<file path="config.mk">
export PLATFORM = sky130hd
export DESIGN_NAME = mini_cpu_top
export DESIGN_NICKNAME = d
export VERILOG_FILES = /design/src/logic/isa_pkg.sv /design/src/logic/ctrl_pkg.sv /design/src/logic/control_fsm.sv /design/src/logic/program_counter.sv /design/src/logic/register_file.sv /design/src/logic/operand_path.sv /design/src/logic/apb_master.sv /design/src/logic/mini_cpu_top.sv
export SDC_FILE = /design/constraint.sdc
export NUM_CORES = 1
export LEC_CHECK = 0
export ABC_AREA = 1
export BUFFER_PORTS_ARGS = -buffer_cell sky130_fd_sc_hd__buf_2
export CORE_UTILIZATION = 30
export DETAILED_ROUTE_END_ITERATION = 10
export GPL_ROUTABILITY_DRIVEN = 0
export PLACE_DENSITY = 0.43
export SLEW_MARGIN = 20
export SYNTH_ARGS = -nofsm -noshare
export SYNTH_HDL_FRONTEND = slang
export SYNTH_HIERARCHICAL = 1
export SYNTH_SLANG_ARGS = --single-unit
export TNS_END_PERCENT = 20
</file>
<file path="constraint.sdc">
create_clock -name clk -period 6.1 [get_ports clk]
set_input_delay 0.61 -clock clk [delete_from_list [all_inputs] [get_ports clk]]
set_output_delay 0.61 -clock clk [all_outputs]
set_load 0.03 [all_outputs]
</file>
<file path="src/logic/isa_pkg.sv">
package isa_pkg;

    localparam int WORD_W    = 32;
    localparam int REG_CNT   = 16;
    localparam int REG_IDX_W = 4;
    localparam int CONST_W   = 19;

    typedef logic [WORD_W-1:0]    word_t;
    typedef logic [REG_IDX_W-1:0] reg_idx_t;

    // any opcode not listed here halts the core
    typedef enum logic [4:0] {
        op_ld   = 5'b00000,
        op_ldi  = 5'b00001,
        op_st   = 5'b00010,
        op_halt = 5'b11011
    } opcode_e;

    // instruction word fields
    localparam int OPCODE_MSB = 31;
    localparam int OPCODE_LSB = 27;
    localparam int RA_MSB     = 26;
    localparam int RA_LSB     = 23;
    localparam int RB_MSB     = 22;
    localparam int RB_LSB     = 19;
    localparam int CONST_MSB  = 18;
    localparam int CONST_LSB  = 0;

endpackage

</file>
<file path="src/logic/ctrl_pkg.sv">
package ctrl_pkg;

    // one state per step of the instruction
    typedef enum logic [2:0] {
        s_fetch,
        s_decode,
        s_base,
        s_addr,
        s_mem,
        s_writeback,
        s_halt
    } ctrl_state_e;

    // where the memory address comes from
    typedef enum logic {
        addr_pc,
        addr_mar
    } addr_src_e;

    // what goes back into ra
    typedef enum logic {
        wb_mdr,
        wb_z
    } wb_src_e;

endpackage

</file>
<file path="src/logic/control_fsm.sv">
`timescale 1ns/1ns

module control_fsm import isa_pkg::*, ctrl_pkg::*; (
    input  logic      clk,
    input  logic      rst_n,
    input  opcode_e   opcode,
    input  logic      mem_done,
    output logic      mem_req,
    output logic      mem_we,
    output addr_src_e addr_src,
    output logic      pc_inc,
    output logic      ir_load,
    output logic      y_load,
    output logic      z_load,
    output logic      mar_load,
    output logic      mdr_load,
    output logic      reg_we,
    output wb_src_e   wb_src,
    output logic      halted
);

    ctrl_state_e state;
    ctrl_state_e state_next;
    logic        req_sent;

    always_ff @(posedge clk) begin
        if (!rst_n) begin
            state    <= s_fetch;
            req_sent <= 1'b0;
        end else begin
            state <= state_next;
            // one request per memory step
            if (mem_done) begin
                req_sent <= 1'b0;
            end else if (mem_req) begin
                req_sent <= 1'b1;
            end
        end
    end

    always_comb begin
        state_next = state;
        case (state)
            s_fetch: begin
                if (mem_done) begin
                    state_next = s_decode;
                end
            end
            s_decode: begin
                case (opcode)
                    op_ld, op_ldi, op_st: state_next = s_base;
                    default:              state_next = s_halt;
                endcase
            end
            s_base: begin
                state_next = s_addr;
            end
            s_addr: begin
                // ldi needs no memory access
                state_next = (opcode == op_ldi) ? s_writeback : s_mem;
            end
            s_mem: begin
                if (mem_done) begin
                    state_next = (opcode == op_ld) ? s_writeback : s_fetch;
                end
            end
            s_writeback: begin
                state_next = s_fetch;
            end
            default: begin
                state_next = s_halt;
            end
        endcase
    end

    assign mem_req  = ((state == s_fetch) || (state == s_mem)) && !req_sent;
    assign mem_we   = (state == s_mem) && (opcode == op_st);
    assign addr_src = (state == s_mem) ? addr_mar : addr_pc;

    // pc moves on once the fetch has landed in IR
    assign pc_inc   = (state == s_decode);
    assign ir_load  = (state == s_fetch) && mem_done;
    assign y_load   = (state == s_base);
    assign z_load   = (state == s_addr);
    assign mar_load = (state == s_addr);
    assign mdr_load = (state == s_mem) && mem_done && (opcode == op_ld);
    assign reg_we   = (state == s_writeback);
    assign wb_src   = (opcode == op_ld) ? wb_mdr : wb_z;
    assign halted   = (state == s_halt);

    // a halted core stays off the bus
    a_no_req_halted: assert property (
        @(posedge clk) disable iff (!rst_n)
        halted |-> !mem_req
    );

endmodule

</file>
<file path="src/logic/program_counter.sv">
`timescale 1ns/1ns

module program_counter #(
    parameter int ADDR_W = 9
) (
    input  logic              clk,
    input  logic              rst_n,
    input  logic              pc_inc,
    output logic [ADDR_W-1:0] pc
);

    // word address that wraps at the top of memory
    always_ff @(posedge clk) begin
        if (!rst_n) begin
            pc <= '0;
        end else if (pc_inc) begin
            pc <= pc + 1'b1;
        end
    end

endmodule

</file>
<file path="src/logic/register_file.sv">
`timescale 1ns/1ns

module register_file import isa_pkg::*; (
    input  logic     clk,
    input  logic     rst_n,
    input  reg_idx_t ra_idx,
    input  reg_idx_t rb_idx,
    input  logic     reg_we,
    input  word_t    wr_data,
    output word_t    ra_data,
    output word_t    base_data
);

    word_t regs [REG_CNT];

    // writeback always targets ra
    always_ff @(posedge clk) begin
        if (!rst_n) begin
            for (int i = 0; i < REG_CNT; i++) begin
                regs[i] <= '0;
            end
        end else if (reg_we) begin
            regs[ra_idx] <= wr_data;
        end
    end

    assign ra_data = regs[ra_idx];

    // r0 as base means no base
    assign base_data = (rb_idx == '0) ? '0 : regs[rb_idx];

    a_reg_we_known: assert property (
        @(posedge clk) disable iff (!rst_n)
        !$isunknown(reg_we)
    );

endmodule

</file>
<file path="src/logic/operand_path.sv">
`timescale 1ns/1ns

module operand_path import isa_pkg::*, ctrl_pkg::*; #(
    parameter int ADDR_W = 9
) (
    input  logic              clk,
    input  logic              rst_n,
    input  logic              ir_load,
    input  logic              y_load,
    input  logic              z_load,
    input  logic              mar_load,
    input  logic              mdr_load,
    input  addr_src_e         addr_src,
    input  wb_src_e           wb_src,
    input  logic [ADDR_W-1:0] pc,
    input  word_t             mem_rdata,
    input  word_t             base_data,
    input  word_t             ra_data,
    output opcode_e           opcode,
    output reg_idx_t          ra_idx,
    output reg_idx_t          rb_idx,
    output logic [ADDR_W-1:0] mem_addr,
    output word_t             mem_wdata,
    output word_t             wr_data
);

    word_t             ir;
    word_t             y;
    word_t             z;
    word_t             mdr;
    logic [ADDR_W-1:0] mar;
    word_t             const_sext;
    word_t             ea_sum;

    always_ff @(posedge clk) begin
        if (!rst_n) begin
            ir  <= '0;
            mar <= '0;
        end else begin
            if (ir_load) begin
                ir <= mem_rdata;
            end
            if (mar_load) begin
                mar <= ea_sum[ADDR_W-1:0];
            end
        end
    end

    always_ff @(posedge clk) begin
        if (y_load) begin
            y <= base_data;
        end
        if (z_load) begin
            z <= ea_sum;
        end
        if (mdr_load) begin
            mdr <= mem_rdata;
        end
    end

    assign opcode = opcode_e'(ir[OPCODE_MSB:OPCODE_LSB]);
    assign ra_idx = ir[RA_MSB:RA_LSB];
    assign rb_idx = ir[RB_MSB:RB_LSB];

    // effective address adder
    assign const_sext = {{(WORD_W-CONST_W){ir[CONST_MSB]}}, ir[CONST_MSB:CONST_LSB]};
    assign ea_sum     = y + const_sext;

    assign mem_addr  = (addr_src == addr_mar) ? mar : pc;
    assign mem_wdata = ra_data;

    // ldi writes back the truncated effective address
    assign wr_data = (wb_src == wb_z) ? {{(WORD_W-ADDR_W){1'b0}}, z[ADDR_W-1:0]} : mdr;

endmodule

</file>
<file path="src/logic/apb_master.sv">
`timescale 1ns/1ns

module apb_master import isa_pkg::*; #(
    parameter int ADDR_W = 9
) (
    input  logic              clk,
    input  logic              rst_n,
    input  logic              mem_req,
    input  logic              mem_we,
    input  logic [ADDR_W-1:0] mem_addr,
    input  word_t             mem_wdata,
    input  word_t             prdata,
    input  logic              pready,
    output logic              mem_done,
    output word_t             mem_rdata,
    output logic              psel,
    output logic              penable,
    output logic              pwrite,
    output logic [ADDR_W-1:0] paddr,
    output word_t             pwdata
);

    typedef enum logic [1:0] {
        ph_idle,
        ph_setup,
        ph_access
    } apb_phase_e;

    apb_phase_e phase;

    always_ff @(posedge clk) begin
        if (!rst_n) begin
            phase  <= ph_idle;
            pwrite <= 1'b0;
        end else begin
            case (phase)
                ph_idle: begin
                    if (mem_req) begin
                        phase  <= ph_setup;
                        pwrite <= mem_we;
                    end
                end
                ph_setup: begin
                    phase <= ph_access;
                end
                default: begin
                    // hold everything until the slave is ready
                    if (pready) begin
                        phase <= ph_idle;
                    end
                end
            endcase
        end
    end

    always_ff @(posedge clk) begin
        if ((phase == ph_idle) && mem_req) begin
            paddr  <= mem_addr;
            pwdata <= mem_wdata;
        end
    end

    assign psel      = (phase != ph_idle);
    assign penable   = (phase == ph_access);
    assign mem_done  = penable && pready;
    assign mem_rdata = prdata;

    a_penable_psel: assert property (
        @(posedge clk) disable iff (!rst_n)
        penable |-> psel
    );

    a_paddr_stable: assert property (
        @(posedge clk) disable iff (!rst_n)
        penable && !pready |=> penable && $stable(paddr)
    );

endmodule

</file>
<file path="src/logic/mini_cpu_top.sv">
`timescale 1ns/1ns

module mini_cpu_top import isa_pkg::*, ctrl_pkg::*; #(
    parameter int ADDR_W = 9
) (
    input  logic              clk,
    input  logic              rst_n,
    output logic              halted,
    output logic              psel,
    output logic              penable,
    output logic              pwrite,
    output logic [ADDR_W-1:0] paddr,
    output word_t             pwdata,
    input  word_t             prdata,
    input  logic              pready
);

    logic              mem_req;
    logic              mem_we;
    logic              mem_done;
    logic [ADDR_W-1:0] mem_addr;
    word_t             mem_wdata;
    word_t             mem_rdata;
    addr_src_e         addr_src;
    wb_src_e           wb_src;
    logic              pc_inc;
    logic              ir_load;
    logic              y_load;
    logic              z_load;
    logic              mar_load;
    logic              mdr_load;
    logic              reg_we;
    logic [ADDR_W-1:0] pc;
    opcode_e           opcode;
    reg_idx_t          ra_idx;
    reg_idx_t          rb_idx;
    word_t             ra_data;
    word_t             base_data;
    word_t             wr_data;

    control_fsm u_control_fsm (
        .clk      (clk),
        .rst_n    (rst_n),
        .opcode   (opcode),
        .mem_done (mem_done),
        .mem_req  (mem_req),
        .mem_we   (mem_we),
        .addr_src (addr_src),
        .pc_inc   (pc_inc),
        .ir_load  (ir_load),
        .y_load   (y_load),
        .z_load   (z_load),
        .mar_load (mar_load),
        .mdr_load (mdr_load),
        .reg_we   (reg_we),
        .wb_src   (wb_src),
        .halted   (halted)
    );

    program_counter #(.ADDR_W(ADDR_W)) u_program_counter (
        .clk    (clk),
        .rst_n  (rst_n),
        .pc_inc (pc_inc),
        .pc     (pc)
    );

    register_file u_register_file (
        .clk       (clk),
        .rst_n     (rst_n),
        .ra_idx    (ra_idx),
        .rb_idx    (rb_idx),
        .reg_we    (reg_we),
        .wr_data   (wr_data),
        .ra_data   (ra_data),
        .base_data (base_data)
    );

    operand_path #(.ADDR_W(ADDR_W)) u_operand_path (
        .clk       (clk),
        .rst_n     (rst_n),
        .ir_load   (ir_load),
        .y_load    (y_load),
        .z_load    (z_load),
        .mar_load  (mar_load),
        .mdr_load  (mdr_load),
        .addr_src  (addr_src),
        .wb_src    (wb_src),
        .pc        (pc),
        .mem_rdata (mem_rdata),
        .base_data (base_data),
        .ra_data   (ra_data),
        .opcode    (opcode),
        .ra_idx    (ra_idx),
        .rb_idx    (rb_idx),
        .mem_addr  (mem_addr),
        .mem_wdata (mem_wdata),
        .wr_data   (wr_data)
    );

    apb_master #(.ADDR_W(ADDR_W)) u_apb_master (
        .clk       (clk),
        .rst_n     (rst_n),
        .mem_req   (mem_req),
        .mem_we    (mem_we),
        .mem_addr  (mem_addr),
        .mem_wdata (mem_wdata),
        .prdata    (prdata),
        .pready    (pready),
        .mem_done  (mem_done),
        .mem_rdata (mem_rdata),
        .psel      (psel),
        .penable   (penable),
        .pwrite    (pwrite),
        .paddr     (paddr),
        .pwdata    (pwdata)
    );

endmodule

</file>
==> results of run 1 <==
[where the power goes]
part           switching [µW]  internal, µW  leakage [µW]
sequential                187          5310       0.00652
clock                    1870          2620       0.00120
combinational            2470           578       0.00566
total                    4530          8510        0.0134
[state kept, by name, summed over array words and instances (netlist names)]
name and count:
u_operand_path/ir 22, u_control_fsm/state 3, u_apb_master/pwrite 1, u_apb_master/pwdata 32
u_apb_master/paddr 9, u_program_counter/pc 9, u_operand_path/mdr 32, u_register_file/regs 512
u_apb_master/phase 2, u_operand_path/y 9, u_operand_path/z 9, u_control_fsm/req_sent 1
u_operand_path/mar 9
[final cells by class]
class                   instances  area, µm²
flip-flops and latches        650      19100
repair buffers                 99        618
multi-input cells            1851       8220
fillers                     10300      66600
clock buffers                 111       2220
well taps                    1298       1620
inverters                     427       1600
clock inverters                31        216
[metrics by stage]
stage	utilization	cell area (µm²)	setup slack, ns	cells	hold WS [ns]
final	0.335	33600	2.28	4467	0.164
after global routing	0.335	33600	2.05	4467	0.125
after CTS	0.335	33600	2.18	4467	0.123
after detailed placement	0.311	31100	2.19	4325	0.485
after global placement	0.310	31000	2.22	4322	0.477
after floorplan	-	30300	3.35	3229	0.457
[worst paths after layout]
path                                             from                           to  slack, ns  cells past startpoint
worst max register to register  u_operand_path/ir[23]  u_register_file/regs[5][27]       2.28                      4
worst min-delay path                       prdata[10]       u_operand_path/mdr[10]       0.16                      1
worst max-delay path            u_operand_path/ir[23]  u_register_file/regs[5][27]       2.28                      4
worst min register to register    u_apb_master/pwrite          u_apb_master/pwrite       0.50                      2
[routing by layer]
metal | GRT usage | vias up
met5 | 0 | -
met4 | 0.0371 | 2
met3 | 0.0342 | 104
met2 | 0.289 | 516
met1 | 0.263 | 10400
li1 | - | 10100
==> results by group, run 1 <==
Run status
  – Result of the run: complete, no violations

Synthesis
  – Yosys Warn Count: 6
  – Avg Inst Size Synth: 9.39 µm²
  – Area of the mapped netlist: ~0.030 mm²
  – Post-Syn Nets: 3274
  – Gate count of the mapped netlist: ~3200

Clock network
  – Clock tree root driver cell: sky130_fd_sc_hd__clkbuf_16
  – Clock insertion delay at the later pin of the skew report: 0.63 ns
  – CTS Sinks: 650
  – Total of cells resized after clock tree synthesis: 0
  – Total number of H-tree levels: 3
  – Clock-pin transition on the worst setup and hold timing paths: ~0.060 ns
  – CTS tree: done
  – CTS Hold Buffers Added: 0
  – Maximum buffer depth of the clock tree: 3
  – CTS buffer count: 78
  – Buffers inserted by post-CTS timing repair: 0

Placed design
  – # port buffers: 79
  – HPWL after detailed placement: about 59000 µm

Global route
  – Largest net degree at the start of global routing: roughly 100
  – Number of antenna violations at the first check in global routing: 1
  – Total routing resource utilization after global routing: 0.184
  – Grt total ovfl: 0
  – First-pass GRT wire length: 138000 µm
  – Number of global-route vias before repair: 20100

Timing
  – Slew at the pin closest to its max-slew limit: 1.14 ns
  – Final Hold Vio Count: 0
  – Portion of the clock cycle consumed by the worst path in the final layout: 0.627
  – Max-Slew Margin vs Limit: 0.237
  – Final-layout setup total negative slack: 0 ns
  – Clock skew after layout: 0.0303 ns
  – Min cycle time layout: 3.82 ns
  – Setup repair after global routing missed its margin: false
  – Highest Clock Rate: ~260 MHz
  – Slew Viols, Final: 0
  – Final Setup Violations: 0

Routing
  – Drc violations: 0
  – Top metal layer carrying routed signals: met5
  – Met1 Routed Length: 44200 µm
  – DRT Pass-1 Iters: 5
  – Routed met3 length: 5810 µm
  – Via count: 21100
  – Number of DRC violations after detailed-routing iteration 0: 1866
  – Detailed-routed wire length on met2: 42900 µm
  – Via/cell ratio: between 4 and 5
  – Number of routed nets with antenna violations: 0
  – Total length of routed wires: 94400 µm
  – WL/cell: approximately 21 µm

Worst setup path
  – Kind of end point of the critical path: flip-flop
  – Largest driver fanout on the critical path: 81
  – Worst stage delay on the critical path: 0.99 ns
  – Arrival time at the worst endpoint: 4.05 ns
  – Delay-heaviest family, CP: simple AND/OR/NAND/NOR gates
  – Worst-path cell chain: nand2_4 -> nor2_2 -> nand2_2 -> nand2_2
  – Worst path buffer plus inverter count: 0
  – Standard cell with the maximum stage delay on the critical path: sky130_fd_sc_hd__nand2_2
  – Critical path class: reg -> reg
  – Required time of the worst setup path: 6.33 ns
  – Critical path launch point type: flip-flop
  – Cell repeated most along the worst path: sky130_fd_sc_hd__nand2_2

Pwr
  – Overall Power: roughly 13000 µW
  – Worst IR Drop VDD: 0.298 mV
  – Areal power density over the cells: 389 mW/mm²
  – Leakage power total: 0.0134 µW

Cells and area
  – Antenna fix cells: 0
  – Area growth from synthesis to final layout: 10.6%
  – Leading cell type in the layout, fill and taps excluded: sky130_fd_sc_hd__nor2_1
  – Top library cells by usage in the layout, fill and taps aside: sky130_fd_sc_hd__nor2_1 (674), sky130_fd_sc_hd__edfxtp_1 (603), sky130_fd_sc_hd__nand2_1 (502)
  – Count of nets after finishing: 3152
  – Proportion of layout cells with a drive suffix above 1: 0.0921

Run
  – Max_cap viols: 0

Die
  – Effective utilization at floorplan: 0.303
  – Number of I/O pins: 80
  – Die Span Y: 320 µm
  – Floorplan die width: 320 µm
  – DIE AREA: 0.102 mm²
  – Core box area: 0.100 mm²
  – Placement Rows: 116

Hold path
  – Hold/Removal Path Class: in -> reg
(Power assumes the default switching activity.)
==> run 2: changes to the inputs <==
--- a/config.mk
+++ b/config.mk
@@ -10,7 +10,7 @@
 export CORE_UTILIZATION = 30
 export DETAILED_ROUTE_END_ITERATION = 10
 export GPL_ROUTABILITY_DRIVEN = 0
-export PLACE_DENSITY = 0.43
+export PLACE_DENSITY = 0.45
 export SLEW_MARGIN = 20
 export SYNTH_ARGS = -nofsm -noshare
 export SYNTH_HDL_FRONTEND = slang
==> constraint.sdc (replaced) <==
create_clock -name clk -period 3.4 [get_ports clk]
set_input_delay 0.34 -clock clk [delete_from_list [all_inputs] [get_ports clk]]
set_output_delay 0.34 -clock clk [all_outputs]
set_load 0.03 [all_outputs]
==> run 2 against run 1 <==
  * Clock skew is 0.0090 ns lower
  * Via count grew 1.1%
  * Final area up 2.5%
  * Wire length rose by 2.1%
  * Register-to-register slack worse by 1.6 ns
  * Largest power group unchanged
==> results by group, run 2 (synthesis gave the netlist of run 1 again) <==
Hold path
  – Hold/Removal Path Class: in -> reg

Routing
  – Number of DRC violations after detailed-routing iteration 0: 1861 (-0.27%)
  – Drc violations: 0 (unchanged)
  – DRT Pass-1 Iters: 5 (unchanged)
  – WL/cell: 21.2 µm (+0.36%)
  – Via count: 21300 (+1.1%)
  – Number of routed nets with antenna violations: 0 (unchanged)
  – Via/cell ratio: 4.69 (-0.56%)
  – Total length of routed wires: 96400 µm (+2.1%)

Worst setup path
  – Worst stage delay on the critical path: 0.68 ns (-0.31 ns)
  – Worst path buffer plus inverter count: 1 (+1)
  – Arrival time at the worst endpoint: 3.08 ns (-0.97 ns)
  – Worst-case register-to-register setup slack: 0.67 ns (-1.61 ns)
  – Cell repeated most along the worst path: sky130_fd_sc_hd__nor2_1
  – Delay-heaviest family, CP: simple AND/OR/NAND/NOR gates
  – Critical path launch point type: flip-flop
  – Standard cell with the maximum stage delay on the critical path: sky130_fd_sc_hd__nand3_2
  – Kind of end point of the critical path: flip-flop
  – Worst-path cell chain: nor2_1 -> nand3_2 -> mux2_2 -> inv_1 -> nor2_1
  – Required time of the worst setup path: 3.75 ns (-2.58 ns)
  – Critical path class: reg -> reg
  – Largest driver fanout on the critical path: 25 (-69%)

Cells and area
  – Top library cells by usage in the layout, fill and taps aside: sky130_fd_sc_hd__nor2_1 (674), sky130_fd_sc_hd__edfxtp_1 (603), sky130_fd_sc_hd__nand2_1 (502)
  – Flip-flop and latch area: 0.0191 mm² (unchanged)
  – Area growth from synthesis to final layout: 13.4%
  – Count of nets after finishing: 3238 (+2.7%)
  – Largest Register: u_register_file/regs
  – Final instance area: 0.0344 mm² (+2.5%)
  – Area of the multi-input gates: 0.00822 mm² (about the same)
  – Count of filler cells inserted in the layout: 10200 (-1.4%)
  – Largest registers ranked by flip-flop count: u_register_file/regs x512, u_apb_master/pwdata x32, u_operand_path/mdr x32
  – Final Util: 0.343 (+0.00836)
  – Leading cell type in the layout, fill and taps excluded: sky130_fd_sc_hd__nor2_1
  – Proportion of layout cells with a drive suffix above 1: 0.107 (+0.0151)
  – Largest register FFs: 512 (unchanged)

Pwr
  – Areal power density over the cells: 678 mW/mm² (+75%)
  – Worst IR Drop VDD: 0.577 mV (+94%)
  – Overall Power: 23300 µW (+79%)
  – Leakage power total: 0.0138 µW (+3.1%)

Die
  – Core box area: 0.100 mm² (unchanged)
  – Die Span Y: 320 µm (unchanged)
  – DIE AREA: 0.102 mm² (unchanged)
  – Number of I/O pins: 80 (unchanged)
  – Effective utilization at floorplan: 0.303 (unchanged)
  – Placement Rows: 116 (unchanged)
  – Floorplan die width: 320 µm (unchanged)

Clock network
  – Maximum buffer depth of the clock tree: 3 (unchanged)
  – CTS buffer count: 76 (-2.6%)
  – Buffers inserted by post-CTS timing repair: 0 (unchanged)
  – Clock insertion delay at the later pin of the skew report: 0.64 ns (about the same)
  – Clock tree root driver cell: sky130_fd_sc_hd__clkbuf_16
  – CTS Sinks: 650 (unchanged)
  – CTS tree: done
  – Total number of H-tree levels: 3 (unchanged)
  – Clock-pin transition on the worst setup and hold timing paths: 0.06 ns (about the same)

Timing
  – Final Hold Vio Count: 0 (unchanged)
  – Slew Viols, Final: 0 (unchanged)
  – Setup repair after global routing missed its margin: false
  – Min cycle time layout: 2.73 ns (-1.09 ns)
  – Final-layout setup total negative slack: 0 ns (unchanged)
  – Slew at the pin closest to its max-slew limit: 0.951 ns (-0.188 ns)
  – Clock skew after layout: 0.0214 ns (-0.00896 ns)
  – Max-Slew Margin vs Limit: 0.365 (+0.128)
  – Portion of the clock cycle consumed by the worst path in the final layout: 0.803 (+0.176)
  – Final Setup Violations: 0 (unchanged)
  – Highest Clock Rate: 366 MHz (+40%)

Global route
  – First-pass GRT wire length: 142000 µm (+2.7%)
  – Number of antenna violations at the first check in global routing: 1 (unchanged)
  – Number of global-route vias before repair: 20700 (+2.7%)
  – Largest net degree at the start of global routing: 56 (-46%)
  – Total routing resource utilization after global routing: 0.188 (+0.00424)
  – Grt total ovfl: 0 (unchanged)

Placed design
  – HPWL after detailed placement: 59900 µm (+1.6%)
  – # port buffers: 79 (unchanged)
  – Cell area reported after detailed placement: 0.0317 mm² (+2.0%)

Run status
  – Result of the run: complete, no violations

Run
  – Max_cap viols: 0 (unchanged)
-- run 2: cell count changes in the layout (fill, tap and decap cells not counted), sizes merged --
cell | previous run | this run
buf | 99 | 154
bufinv | 2 | 3
clkbuf | 111 | 92
clkinv | 28 | 25
clkinvlp | 0 | 2
diode | 0 | 1
dlygate4sd3 | 0 | 33
inv | 428 | 434
-- run 2: worst register-to-register path: cells and delay by family (launching register included) --
kind	cells	cell delay, ns
buffers and inverters	1	0.56
DFF	1	0.32
muxes	1	0.55
and+or+nand+nor	3	1.02
-- run 2: path summary, 6_finish.rpt --
| path | from | depth (start not counted) | to |
|---|---|---|---|
| setup / recovery | u_operand_path/ir[31] | 5 | u_register_file/regs[10][6] |
| hold reg to reg | u_apb_master/pwrite | 2 | u_apb_master/pwrite |
| hold / removal | rst_n | 4 | u_program_counter/pc[8] |
| setup reg to reg | u_operand_path/ir[31] | 5 | u_register_file/regs[10][6] |
-- run 2: per-layer routing --
layer	GRT usage	part of all wire	up-vias
li1	-	-	10200
met1	0.262	0.46	10400
met2	0.301	0.46	591
met3	0.0260	0.054	122
met4	0.0571	0.023	2
met5	0	0.00011	-
-- run 2: report_power, final --
| group | switching [µW] | leakage [µW] | internal (µW) |
|---|---|---|---|
| sequential | 272 | 0.00652 | 9520 |
| clock | 3390 | 0.00115 | 4460 |
| combinational | 4470 | 0.00613 | 1210 |
-- run 2: cell type report --
class                           count  area share
Clock inverter                     37     0.00935
Multi-Input combinational cell   1851       0.239
Timing Repair Buffer              187      0.0455
Inverter                          427      0.0466
Tap cell                         1298      0.0472
Antenna cell                        1   0.0000727
Sequential cell                   650       0.554
Clock buffer                       92      0.0585
-- run 2: timing repair --
action,4_1_cts,5_1_grt
gates resized for setup,0,0
endpoints found under the hold margin,54,0
hold buffers,33,0
setup endpoints to repair,0,0
-- run 2: stage by stage --
step	cells	worst slack, ns	hold WS, ns
finish	4543	0.670	0.373
global route	4542	0.457	0.400
CTS	4542	0.614	0.353
detailed placement	4380	0.600	0.478
global placement	4380	0.661	0.472
floorplan	3229	0.823	0.457
